==> config.mk <==
export PLATFORM = sky130hd
export DESIGN_NAME = axil_decoder
export DESIGN_NICKNAME = d
export VERILOG_FILES = /design/src/source/soc_pkg.sv /design/src/source/axil_decoder.sv
export SDC_FILE = /design/constraint.sdc
export NUM_CORES = 1
export LEC_CHECK = 0
export BUFFER_PORTS_ARGS = -buffer_cell sky130_fd_sc_hd__buf_4
export CORE_AREA = 2 2 119 121
export CTS_CLUSTER_DIAMETER = 120
export DETAILED_ROUTE_END_ITERATION = 10
export DIE_AREA = 0 0 121 123
export GPL_TIMING_DRIVEN = 0
export HOLD_SLACK_MARGIN = 0.12
export PLACE_DENSITY = 0.41
export SKIP_LAST_GASP = 1
export SYNTH_ARGS = -nofsm -noshare
export SYNTH_HDL_FRONTEND = slang
export SYNTH_SLANG_ARGS = --single-unit
==> constraint.sdc <==
create_clock -name clk -period 1.46 [get_ports clk]
set_input_delay 0.292 -clock clk [delete_from_list [all_inputs] [get_ports clk]]
set_output_delay 0.292 -clock clk [all_outputs]
set_load 0.005 [all_outputs]
==> src/source/soc_pkg.sv <==
`default_nettype none

package soc_pkg;

    localparam int ALEN   = 32;
    localparam int XLEN   = 32;
    localparam int STRB_W = XLEN / 8;
    localparam int OFS_W  = ALEN - 4;  // Offset within a region.

    // Top nibble of the address.
    localparam logic [3:0] REGION_SRAM = 4'h0;
    localparam logic [3:0] REGION_GPIO = 4'h1;

    localparam logic [3:0] GPIO_OUT_OFS = 4'h0;
    localparam logic [3:0] GPIO_IN_OFS  = 4'h4;

    typedef enum logic [1:0] {
        OKAY   = 2'b00,
        SLVERR = 2'b10,
        DECERR = 2'b11
    } resp_e;

    typedef enum logic [1:0] {
        DEV_NONE,
        DEV_SRAM,
        DEV_GPIO
    } dev_sel_e;

    function automatic dev_sel_e addr_region(input logic [ALEN-1:0] addr);
        case (addr[ALEN-1 -: 4])
            REGION_SRAM: return DEV_SRAM;
            REGION_GPIO: return DEV_GPIO;
            default:     return DEV_NONE;
        endcase
    endfunction

endpackage

`default_nettype wire

==> src/source/axil_decoder.sv <==
`timescale 1ns/1ps
`default_nettype none

module axil_decoder (
    input  logic                        clk,
    input  logic                        rst_n,

    input  logic                        wvalid,
    output logic                        wready,
    input  logic [soc_pkg::ALEN-1:0]    waddr,
    input  logic [soc_pkg::XLEN-1:0]    wdata,
    input  logic [soc_pkg::STRB_W-1:0]  wstrb,
    output logic                        bvalid,
    output soc_pkg::resp_e              bresp,

    input  logic                        arvalid,
    output logic                        arready,
    input  logic [soc_pkg::ALEN-1:0]    araddr,
    output logic                        rvalid,
    output soc_pkg::resp_e              rresp,
    output logic [soc_pkg::XLEN-1:0]    rdata,

    output logic [soc_pkg::OFS_W-1:0]   dev_wr_addr,
    output logic [soc_pkg::XLEN-1:0]    dev_wr_data,
    output logic [soc_pkg::STRB_W-1:0]  dev_wr_strb,
    output logic [soc_pkg::OFS_W-1:0]   dev_rd_addr,

    output logic                        sram_wr_en,
    output logic                        sram_rd_en,
    input  logic [soc_pkg::XLEN-1:0]    sram_rd_data,

    output logic                        gpio_wr_en,
    output logic                        gpio_rd_en,
    input  logic [soc_pkg::XLEN-1:0]    gpio_rd_data,
    input  logic                        gpio_wr_err,
    input  logic                        gpio_rd_err
);
    import soc_pkg::*;

    logic     w_acc;
    logic     r_acc;
    dev_sel_e w_sel;
    dev_sel_e r_sel;
    dev_sel_e w_sel_q;
    dev_sel_e r_sel_q;

    // One transaction in flight per direction.
    assign wready = !bvalid;
    assign arready = !rvalid;

    assign w_acc = wvalid && wready;
    assign r_acc = arvalid && arready;

    assign w_sel = addr_region(waddr);
    assign r_sel = addr_region(araddr);

    // Devices only see the offset inside their region.
    assign dev_wr_addr = waddr[OFS_W-1:0];
    assign dev_wr_data = wdata;
    assign dev_wr_strb = wstrb;
    assign dev_rd_addr = araddr[OFS_W-1:0];

    assign sram_wr_en = w_acc && (w_sel == DEV_SRAM);
    assign gpio_wr_en = w_acc && (w_sel == DEV_GPIO);
    assign sram_rd_en = r_acc && (r_sel == DEV_SRAM);
    assign gpio_rd_en = r_acc && (r_sel == DEV_GPIO);

    always_ff @(posedge clk) begin
        if (!rst_n) begin
            bvalid  <= 1'b0;
            w_sel_q <= DEV_NONE;
        end else begin
            bvalid <= w_acc;  // Single-cycle pulse.
            if (w_acc) begin
                w_sel_q <= w_sel;
            end
        end
    end

    always_ff @(posedge clk) begin
        if (!rst_n) begin
            rvalid  <= 1'b0;
            r_sel_q <= DEV_NONE;
        end else begin
            rvalid <= r_acc;
            if (r_acc) begin
                r_sel_q <= r_sel;
            end
        end
    end

    always_comb begin
        case (w_sel_q)
            DEV_SRAM: bresp = OKAY;  // SRAM never errors.
            DEV_GPIO: bresp = gpio_wr_err ? SLVERR : OKAY;
            default:  bresp = DECERR;
        endcase
    end

    // Error responses always carry zero data.
    always_comb begin
        rresp = DECERR;
        rdata = '0;
        case (r_sel_q)
            DEV_SRAM: begin
                rresp = OKAY;
                rdata = sram_rd_data;
            end
            DEV_GPIO: begin
                rresp = gpio_rd_err ? SLVERR : OKAY;
                rdata = gpio_rd_err ? '0 : gpio_rd_data;
            end
            default: ;
        endcase
    end

endmodule

`default_nettype wire

# Word-level counts from Yosys, hierarchy flattened
# Index checks and enable logic that the tools add are counted.
[word_totals]
output_inout_bits = 136
register_bits = 6
in_bits = 170
[classes]
mux = 8
n_reduce_logical = 10
n_eq_ne = 10
[op_table]
columns = ["operator", "count"]
rows = [
  ["one-hot mux 32 bit (2 select lines)", 1],
  ["two-way mux 32 bit", 1],
  ["one-hot mux 2 bit (2 select lines)", 4],
  ["equality test 2 x 1 -> 1 bit (second input constant)", 4],
  ["equality test 2 bit (second input constant)", 4],
  ["equality test 4 x 1 -> 1 bit (second input constant)", 2],
  ["logical NOT 4 bit", 2],
  ["logical AND 1 bit", 6],
  ["two-way mux 2 bit", 2],
  ["logical NOT 1 bit", 2],
]

# Logic depth before layout (Yosys ltp)
[depth]
word_depth = 4
ltp_mapped = 6
ltp_nobuf = 4

# Worst setup path after synthesis
# Ideal clock, no wire load.
[synth_timing]
path_kind = "register to output"
from = "register r_sel_q[0]"
to = "output port rdata[0] (netlist bit)"
path_slack_ps = 70
required_ps = 1168
arrival_ps = 1098
n_path_buf = 2
stages_incl_launch_ff = 7
path_cell_list = "dfxtp_1 inv_1 ha_1 clkbuf_1 buf_2 nand3b_1 a21oi_1"
[synth_between]
elab_chain_len = 2
word_cells_on_any_way = 3
[synth_lines]
columns = ["item", "line_no", "rtl"]
rows = [
  ["from (decl)", "axil_decoder.sv:45", "dev_sel_e r_sel_q;"],
  ["from (signal assigned)", "axil_decoder.sv:87", "r_sel_q <= r_sel;"],
  ["equality test 2 bit or equality test 2 x 1 -> 1 bit (tied branches)", "axil_decoder.sv:104", "case (r_sel_q)"],
  ["one-hot mux 32 bit (2 select lines) (*)", "axil_decoder.sv:104", ""],
  ["to (decl)", "axil_decoder.sv:21", "output logic [soc_pkg::XLEN-1:0] rdata,"],
]
# Every way passes the cells marked *; elsewhere a longest branch is shown, timed or not.

# Final worst setup path
[layout_timing]
from = "register r_sel_q[1]"
to = "output port rdata[17] (netlist bit)"
# Same word-level chain as after synthesis.

==> results.toml <==
[run_status]
outcome = "finished with violations"
violations = "setup timing"

[route]
drc = 0
dr_total_vias = 2383
drt-vias-per-instance = 3.67
routed_wl_um = 8170
drtIter0Drc = 81
detail-route-antenna-nets = 0
avgRoutedWirePerCell_um = 12.6
dr.pass1.iters = 4

[global_routing]
grt_pass1_wl_um = 10600
antenna_found_initial = 0
gr-usage-all-layers_pct = 8.75
first_global_vias = 2023
grt_max_degree = 11
grt-ovfl-total = 0

[flow_run]
max-cap-violations = 0

[synthesis]
async_flop_share_pct = 0
synth_xor_area_share_pct = 0
synth_top_family_by_area = "buffers and inverters"
synth_compound_area_share_pct = 11.4
syn_nets = 420
synth-simple-area-share_pct = 31.5
synth.most_common_cell = "buf_4"
synth_area_um2 = 1670
yosysWarnings = 0
synth_commonest_cells = "buf_4, nand2_1, a21oi_1, nand3b_1, clkbuf_1"
syn_inst = 246
ys_seq_area_share_pct = 7.18
synth-edff-count = 0
synth_seq_cells = 6
synth_cell_types = 20
synth-adder-area-share_pct = 2.99
synth_flop_cell = "dfxtp_1"
synth_top_cell_by_area = "buf_4"
synth.top_cell.area_share_pct = 41.3
yosys-top-cells-area = "buf_4, nand3b_1, a21oi_1"
synthMuxAreaShare_pct = 0.598
postSynthAreaPerCell_um2 = 6.80

[place]
port_buffers = 213
place_congestion = 0.706
dpl.cell_count = 639
dp_hpwl_um = 6710

[sta]
timing.hold.ws_ns = 0.340
max_freq_ghz = 0.602
rsz0062_at_grt = "yes"
setup_viol = 38
setup_slack_ns = -0.202
final_max_slew_viol_count = 0
clock_skew_ns = 0.000105
worst_pin_slew_ns = 0.378
setup_tns_ns = -6.64
period_share_pct = 114
relSlewSlack_pct = 74.8
finalHoldViolCount = 0
fin_crit_ns = 1.66

[layout]
area_delta_synth_final_pct = 136
final_cells = 650
drive_above_1_share_pct = 77.0
multi_input_area_um2 = 895
diodes = 0
utilization_pct = 29.0
num-fill-cells = 1494
final_nets = 646
area.sequential_um2 = 130

[cts]
cts_tree = "done"
cts_htree_levels = 1
clockBufferDepth = 2
hold_buffers = 0
cts-root-buf = "clkbuf_16"
clk_latency_ns = 0.22
cts_buffers = 3
path_clk_slew_ns = 0.03
clock-sinks = 6

[floorplan]
fp.dieArea_um2 = 14900
start_util_pct = 12.3
placementRows = 43
die-height_um = 123
core_area_um2 = 13600
dieWidth_um = 121
io_pins = 306

[hold_path]
hold_class = "primary input to register"
holdPathStages = 2

[pwr]
power.density_nw_per_um2 = 334
p_leak_uw = 0.00188
ir_drop_v = 0.000335

[critical_path]
critPathArrivalTime_ns = 1.37
path_max_fanout = 7
crit_type = "register to output port"
worstPathRequired_ns = 1.17
reg2reg_depth = 3
startpoint_type = "register"
cp-end-kind = "output port"
## registers in the layout, indices dropped and copies added (netlist names)
register  count
bvalid        1
w_sel_q       2
r_sel_q       2
rvalid        1
## layout make-up
class	count	share of cell area [%]
Buffer	105	22.4
Sequential cell	6	3.30
Clock buffer	3	1.90
Timing Repair Buffer	222	43.2
Tap cell	180	5.71
Inverter	7	0.730
Multi-Input combinational cell	127	22.7
## report_power, final
part / total (uW) / leakage [uW] / switching, uW / internal [uW]
Clock: 439 / 0.0000370 / 87.7 / 351
Sequential: 173 / 0.0000511 / 5.25 / 168
Combinational: 705 / 0.00179 / 196 / 509
## kinds of logic after synthesis
family,Yosys count
compound gates,37
fa+ha+maj,4
buf+inv,113
flops,6
mux,1
simple gates,85
## through the flow
step                      cell area (um2)  worst slack [ns]  power (uW)
after floorplan                      1670            0.0700         446
after global placement               3500            -0.426         848
final                                3940            -0.202        1320
after global routing                 3940            -0.269        1400
after CTS                            3750            -0.219        1310
after detailed placement             3500            -0.470         850
## final timing paths
path | slack, ns | end | from
worst max register to register | 0.27 | r_sel_q[1] | rvalid
worst max-delay path | -0.20 | rdata[17] | r_sel_q[1]
worst min-delay path | 0.34 | bvalid | rst_n
worst min register to register | 0.49 | w_sel_q[1] | w_sel_q[1]
## worst max-delay path, cell delays in order (launching register included)
cell and delay [ns]:
dfxtp_4 0.36, inv_4 0.06, ha_4 0.12, buf_12 0.13, clkbuf_16 0.15, nand2_1 0.06, a21oi_2 0.13, buf_4 0.12
## layer usage
metal  vias to the layer above  global-route usage [%]  wire length [um]
met4                         0                   0.654                 0
met5                         -                       0                 0
li1                       1177                       -                 -
met1                      1070                    9.52              2780
met2                       136                    17.8              4620
met3                         0                    1.94               773
## placed cells by master, fill, tap and decap left out, types with 3 or more instances in the layout
cell type	n
a21oi_1	16
a21oi_2	16
buf_4	309
buf_6	5
buf_8	4
clkbuf_1	3
clkbuf_16	7
inv_1	5
nand2_1	32
nand2_2	3
nand3b_1	32
o22ai_1	4
## repair_timing
item | CTS | global route
pin swaps | 2 | 3
endpoints found under the setup margin | 38 | 38
buffers inserted | 3 | 1
gates cloned | 0 | 5
gates resized for setup | 41 | 36
Note: power is estimated with default switching activity, not from simulation.
