`config.mk`:
```
export PLATFORM = sky130hd
export DESIGN_NAME = axil_gpio
export DESIGN_NICKNAME = d
export VERILOG_FILES = /design/src/source/soc_pkg.sv /design/src/source/axil_gpio.sv
export SDC_FILE = /design/constraint.sdc
export NUM_CORES = 1
export LEC_CHECK = 0
export BUFFER_PORTS_ARGS = -buffer_cell sky130_fd_sc_hd__buf_2
export CAP_MARGIN = 0
export CORE_ASPECT_RATIO = 0.7
export CORE_UTILIZATION = 27
export DETAILED_ROUTE_END_ITERATION = 8
export PLACE_DENSITY = 0.83
export SYNTH_ARGS = -nofsm -noshare
export SYNTH_HDL_FRONTEND = slang
export SYNTH_SLANG_ARGS = --single-unit
```
`constraint.sdc`:
```
create_clock -name clk -period 1.1 [get_ports clk]
set_clock_uncertainty 0.2 [all_clocks]
set_input_delay 0.165 -clock clk [delete_from_list [all_inputs] [get_ports clk]]
set_output_delay 0.165 -clock clk [all_outputs]
set_load 0.02 [all_outputs]
```
`src/source/soc_pkg.sv`:
```
`default_nettype none

package soc_pkg;

    localparam int ALEN   = 32;
    localparam int XLEN   = 32;
    localparam int STRB_W = XLEN / 8;
    localparam int OFS_W  = ALEN - 4;  // Offset within a region.

    // Top nibble of the address.
    localparam logic [3:0] REGION_SRAM = 4'h0;
    localparam logic [3:0] REGION_GPIO = 4'h1;

    localparam logic [3:0] GPIO_OUT_OFS = 4'h0;
    localparam logic [3:0] GPIO_IN_OFS  = 4'h4;

    typedef enum logic [1:0] {
        OKAY   = 2'b00,
        SLVERR = 2'b10,
        DECERR = 2'b11
    } resp_e;

    typedef enum logic [1:0] {
        DEV_NONE,
        DEV_SRAM,
        DEV_GPIO
    } dev_sel_e;

    function automatic dev_sel_e addr_region(input logic [ALEN-1:0] addr);
        case (addr[ALEN-1 -: 4])
            REGION_SRAM: return DEV_SRAM;
            REGION_GPIO: return DEV_GPIO;
            default:     return DEV_NONE;
        endcase
    endfunction

endpackage

`default_nettype wire

```
`src/source/axil_gpio.sv`:
```
`timescale 1ns/1ps
`default_nettype none

module axil_gpio #(
    parameter int GPIO_OUTPUTS = 4,
    parameter int GPIO_INPUTS  = 4
) (
    input  logic                        clk,
    input  logic                        rst_n,

    input  logic                        wr_en,
    input  logic [soc_pkg::OFS_W-1:0]   wr_addr,
    input  logic [soc_pkg::XLEN-1:0]    wr_data,
    input  logic [soc_pkg::STRB_W-1:0]  wr_strb,
    output logic                        wr_err,

    input  logic                        rd_en,
    input  logic [soc_pkg::OFS_W-1:0]   rd_addr,
    output logic [soc_pkg::XLEN-1:0]    rd_data,
    output logic                        rd_err,

    input  logic [GPIO_INPUTS-1:0]      gpio_inputs,
    output logic [GPIO_OUTPUTS-1:0]     gpio_outputs
);
    import soc_pkg::*;

    logic                    wr_out_hit;
    logic                    rd_out_hit;
    logic                    rd_in_hit;
    logic [XLEN-1:0]         out_merged;
    logic [GPIO_INPUTS-1:0]  in_meta;
    logic [GPIO_INPUTS-1:0]  in_sync;

    // Register select uses address bits [3:2] only.
    assign wr_out_hit = (wr_addr[3:2] == GPIO_OUT_OFS[3:2]);
    assign rd_out_hit = (rd_addr[3:2] == GPIO_OUT_OFS[3:2]);
    assign rd_in_hit  = (rd_addr[3:2] == GPIO_IN_OFS[3:2]);

    always_comb begin
        out_merged = XLEN'(gpio_outputs);
        for (int i = 0; i < STRB_W; i++) begin
            if (wr_strb[i]) begin
                out_merged[i*8 +: 8] = wr_data[i*8 +: 8];
            end
        end
    end

    always_ff @(posedge clk) begin
        if (!rst_n) begin
            gpio_outputs <= '0;
            wr_err       <= 1'b0;
        end else begin
            wr_err <= wr_en && !wr_out_hit;  // Input reg is read only.
            if (wr_en && wr_out_hit) begin
                gpio_outputs <= out_merged[GPIO_OUTPUTS-1:0];
            end
        end
    end

    // Two-flop synchronizer.
    always_ff @(posedge clk) begin
        if (!rst_n) begin
            in_meta <= '0;
            in_sync <= '0;
        end else begin
            in_meta <= gpio_inputs;
            in_sync <= in_meta;
        end
    end

    always_ff @(posedge clk) begin
        if (!rst_n) begin
            rd_err <= 1'b0;
        end else begin
            rd_err <= rd_en && !(rd_out_hit || rd_in_hit);
        end
    end

    always_ff @(posedge clk) begin
        if (rd_en) begin
            if (rd_out_hit) begin
                rd_data <= XLEN'(gpio_outputs);
            end else if (rd_in_hit) begin
                rd_data <= XLEN'(in_sync);
            end else begin
                rd_data <= '0;  // Bad offset.
            end
        end
    end

endmodule

`default_nettype wire

```
======== After elaboration in Yosys (flattened, before gate mapping) ========
Index checks and enable logic that the tools add are counted.
Widths: inputs -> output; s select.
word-level totals
  bits of input ports ..................... 100
  register bits after elaboration ......... 46
  output and inout port bits .............. 38
  word-level logic and storage cells ...... 19
cells by class
  reductions and logical operators ........ 9
  equal/unequal tests ..................... 1
  muxes and demuxes ....................... 2
operators by type and width
  kind                count
  $mux 4              2
  $logic_not 2->1     2
  $logic_and 1x1->1   3
  $eq 2x1->1 const B  1
  $logic_not 1->1     2
  $reduce_and 2->1    1
  $logic_or 1x1->1    1

======== Depth between registers and ports, before layout ========
  word-level depth ........................ 4
  mapped depth ............................ 4
  depth with buffers taken out ............ 2

======== Worst setup path after synthesis ========
No wires, ideal clock.
  kind .................................... input -> register
  from .................................... input wr_addr[3] in the netlist's numbering
  to ...................................... register gpio_outputs[0]
  stages on the path ...................... 3
  setup time .............................. 0.072 ns
  slack ................................... 0.088 ns
  required time ........................... 0.828 ns
  arrival time ............................ 0.740 ns
  path buffers ............................ 1
  cell sequence ........................... nor4bb_1 buf_4 mux2i_1
on the way
  longest elaborated chain between the ends .. 3
RTL lines
  what                               line             text
  start: declaration                 axil_gpio.sv:12  input logic [soc_pkg::OFS_W-1:0] wr_addr,
  $logic_not 2->1                    axil_gpio.sv:35  assign wr_out_hit = (wr_addr[3:2] == GPIO_OUT_OFS[3:2]);
  $logic_and 1x1->1                  axil_gpio.sv:54  if (wr_en && wr_out_hit) begin
  $reduce_and 2->1 (no source line)  -
  end signal: assignment             axil_gpio.sv:55  gpio_outputs <= out_merged[GPIO_OUTPUTS-1:0];
  end: declaration                   axil_gpio.sv:23  output logic [GPIO_OUTPUTS-1:0] gpio_outputs
Every way passes these cells.
A chain may end at the register's enable or synchronous reset.

======== Worst setup path in the final report ========
  from .................................... register rd_data[0] in the netlist's numbering
  to ...................................... output rd_data[0] in the netlist's numbering
RTL lines
  what                      line             text
  start: declaration        axil_gpio.sv:19  output logic [soc_pkg::XLEN-1:0] rd_data,
  start signal: assignment  axil_gpio.sv:82  rd_data <= XLEN'(gpio_outputs);
  start signal: assignment  axil_gpio.sv:84  rd_data <= XLEN'(in_sync);
No word-level cell between the ends.

==> results.txt <==
The max-capacitance violation count was 0. On the critical path, the stage with the largest delay is an instance of sky130_fd_sc_hd__edfxtp_1. The category of the worst setup path capture point is a primary output. 138 I/O pins were placed. The tools report the start point of the critical path as rd_data[0]$_DFFE_PP_.

The Yosys step of the flow raised 0 warnings. The via count of the first global-routing pass was 482; the worst endpoint data arrival time was 0.78 ns. The tools report the remaining design rule violation count as 0. The synthesized design devotes to its leading area cell type 33.4% of total area. The required time reported for the critical path endpoint was 0.73 ns. The run finished, with violations left.

The final layout contains 222 nets. In this run, the number of DRC markers left after iteration 0 of detailed routing was 6. Dividing the detail-routed wire length by the instance count gives 9.73 microns. The worst hold path was traced through 2 stages. The design draws 1.41 mW. Total negative slack for setup checks: -0.155 ns. The run gives 405 sq um as the area occupied by registers.

Measured in cells, the most critical reg-to-reg path has a length of 3. The half-perimeter wire length after placement came out at 973 microns. The clock transition time at the flip-flop clock pins of the worst setup and hold paths came out at 0.07 ns. The initial utilization of the core area, before any placement, comes to 29.3%. Type of the worst min-delay path: in -> reg. Summed over all instances, the cell type with the most area after synthesis is sky130_fd_sc_hd__dfxtp_1. In the global route stage, overall resource usage came out at 9.69%. Critical path class: reg -> out. The worst setup path is launched from a flop.

Worst-case hold slack: -0.00171 ns. The tools report the antenna diode instance count as 0. The path with the worst hold slack has its endpoint at wr_err$_SDFF_PN0_. The tree is rooted in a sky130_fd_sc_hd__clkbuf_8. The worst hold path begins at wr_addr[3]. The tools report the quantity of hold-fixing buffers added after cts as 12. The tools report the peak supply drop as 0.000678 V.

The final reports fail on negative hold slack, negative setup slack. For this run, the top clock speed supported by timing is 0.872 GHz. Clock latency on the worst-skew pair, taken at its later pin, is 0.25 ns.

The average size of a mapped cell is 10.2 sq um, and the total count of hold-check failures in the final report is 1. Buffers inserted during clock tree synthesis total 3. The clock passes through at most 2 buffers. The combined buffer and inverter count along the critical path is 1. The most common cell after layout, fill and taps aside is sky130_fd_sc_hd__conb_1.

Across all layers, the routed design uses 548 vias. Entering global routing, the biggest net connects 19 pins. The floorplan step set the die width to 68.6 microns. The number of H-tree levels was 1; the global-route wire length before repair was 2.16 mm.

TritonCTS built the clock tree. The final critical path takes up 104% of the cycle. The floorplan step defined a core boundary enclosing 2860 sq um.

The footprint of the multi-input gates came out at 307 sq um. For the number of antenna violations at the first check in global routing, the log shows 0. The congestion estimate from routability-driven global placement came to 0.707.

The number of rows created at floorplan is 16, and the share of cells above drive strength 1 is 28.9%. The tools report the final routed wirelength across all metal layers as 1.53 mm. In this run the critical register-to-register path is launched from gpio_outputs[3]$_SDFFE_PN0P_. Walking the worst path, the cells encountered are buf_6.

At the placement stage, the worst setup path has a slack of -0.0927 ns. The average vias per placed instance works out to 3.49. Global routing finished with a remaining overflow of 0. Port buffer count: 26. The run gives 0 as the max-slew violation total from the final report. The number of clock sinks is 18. In this run the power density over the cells is 1250 nW/um^2.

The mapped cell area is 838 sq um. The synthesized netlist contains 13 unique library cells. Relative to the synthesized area, the layout overhead comes to 34.2%. After synthesis the netlist holds a flip-flop and latch count of 18. The floorplan step defined a die boundary enclosing 3340 sq um. At the end of the flow the core is filled with cells to 39.3%. For the number of inserted filler cells in the final layout, the log shows 305. The biggest cell delay along the critical path is 0.39 ns.

Among cell families on the critical path, the largest total delay comes from flip-flops. The worst register-to-register path ends at rd_data[3]$_DFFE_PP_. Sequential cells were found to cover 47.8% of the synthesized design area.

In the layout the commonest cells are sky130_fd_sc_hd__conb_1 (28), sky130_fd_sc_hd__buf_2 (16), sky130_fd_sc_hd__dlygate4sd3_1 (11). The count of nets left with antenna violations once routing finished came out at 0. In this run the static leakage power is 0.556 nW. In this run the vertical extent of the chip is 48.6 microns.

Synthesis produced a netlist whose cell count is 82. The logs give -0.0463 ns for the setup slack after layout and 4 for the number of optimization iterations in the first detailed-route pass. In this run the register-to-register setup slack is 0.03 ns.

Setup violations remaining at the end of the flow were counted as 4. Biggest fanout along the worst timing path: 1. Ranked by total cell area, the synthesized netlist is headed by sky130_fd_sc_hd__dfxtp_1 (33%), sky130_fd_sc_hd__buf_4 (26%), sky130_fd_sc_hd__edfxtp_1 (14%), sky130_fd_sc_hd__mux2i_1 (9.6%), sky130_fd_sc_hd__and2_1 (6.0%).

Setup repair after global routing could not meet its margin everywhere. After layout, the minimum clock period comes to 1.15 ns.
==> report_power, final <==
group	internal (mW)	switching (mW)	total (mW)
clock	0.257	0.202	0.459
combinational	0.0896	0.147	0.237
sequential	0.703	0.00945	0.712
==> sequential cells by signal, indices dropped and copies added, names as in the netlist <==
signal and cells:
in_sync 4, wr_err 1, gpio_outputs 4, in_meta 4
rd_err 1, rd_data 4
==> cell type report <==
type                            instances  share of cell area (%)
Clock buffer                            4                    4.00
Sequential cell                        18                    36.0
Multi-Input combinational cell         59                    27.3
Timing Repair Buffer                   40                    28.7
Tap cell                               36                    4.00
==> through the flow <==
stage | area, sq um | cells
after floorplan | 940 | 109
after global placement | 890 | 140
after detailed placement | 890 | 140
after CTS | 1090 | 157
after global routing | 1120 | 157
final | 1120 | 157
==> cells by family after synthesis <==
logic type / count (synthesis) / synth area share (%)
AOI/OAI and AO/OA: 1 / 1.19
other: 1 / 0.447
DFF: 18 / 47.8
buffers and inverters: 32 / 27.8
muxes: 8 / 9.55
and+or+nand+nor: 22 / 13.3
==> synth_stat cells <==
cell type and number:
sky130_fd_sc_hd__and2_1 8, sky130_fd_sc_hd__and3_1 1, sky130_fd_sc_hd__buf_2 2, sky130_fd_sc_hd__buf_4 29, sky130_fd_sc_hd__clkbuf_2 1, sky130_fd_sc_hd__conb_1 1
sky130_fd_sc_hd__dfxtp_1 14, sky130_fd_sc_hd__edfxtp_1 4, sky130_fd_sc_hd__mux2i_1 8, sky130_fd_sc_hd__nand2_1 8, sky130_fd_sc_hd__nor2_1 4, sky130_fd_sc_hd__nor4bb_1 1
sky130_fd_sc_hd__o211a_1 1
==> metal layers <==
layer	global-route usage (%)	up-vias	part of all wire, %
met2	15.5	28	54
met3	5.19	4	8.5
met5	0	-	0
li1	-	281	-
met1	10.1	235	36
met4	4.86	0	1.4
==> repair_timing <==
action	4_1_cts	5_1_grt
setup buffers	1	1
pin swaps	0	1
setup endpoints to repair	8	16
resized for setup	11	11
endpoints found under the hold margin	14	1
==> worst max path at each step <==
| stage | to | slack (ns) | depth (start not counted) |
|---|---|---|---|
| floorplan | gpio_outputs[0]$_SDFFE_PN0P_ | 0.09 | 3 |
| global placement | gpio_outputs[2]$_SDFFE_PN0P_ | -0.11 | 4 |
| detailed placement | gpio_outputs[0]$_SDFFE_PN0P_ | -0.09 | 4 |
| CTS | rd_data[3] | -0.05 | 1 |
| global route | rd_data[1] | -0.09 | 1 |
| finish | rd_data[0] | -0.05 | 1 |
(Power assumes the default switching activity.)
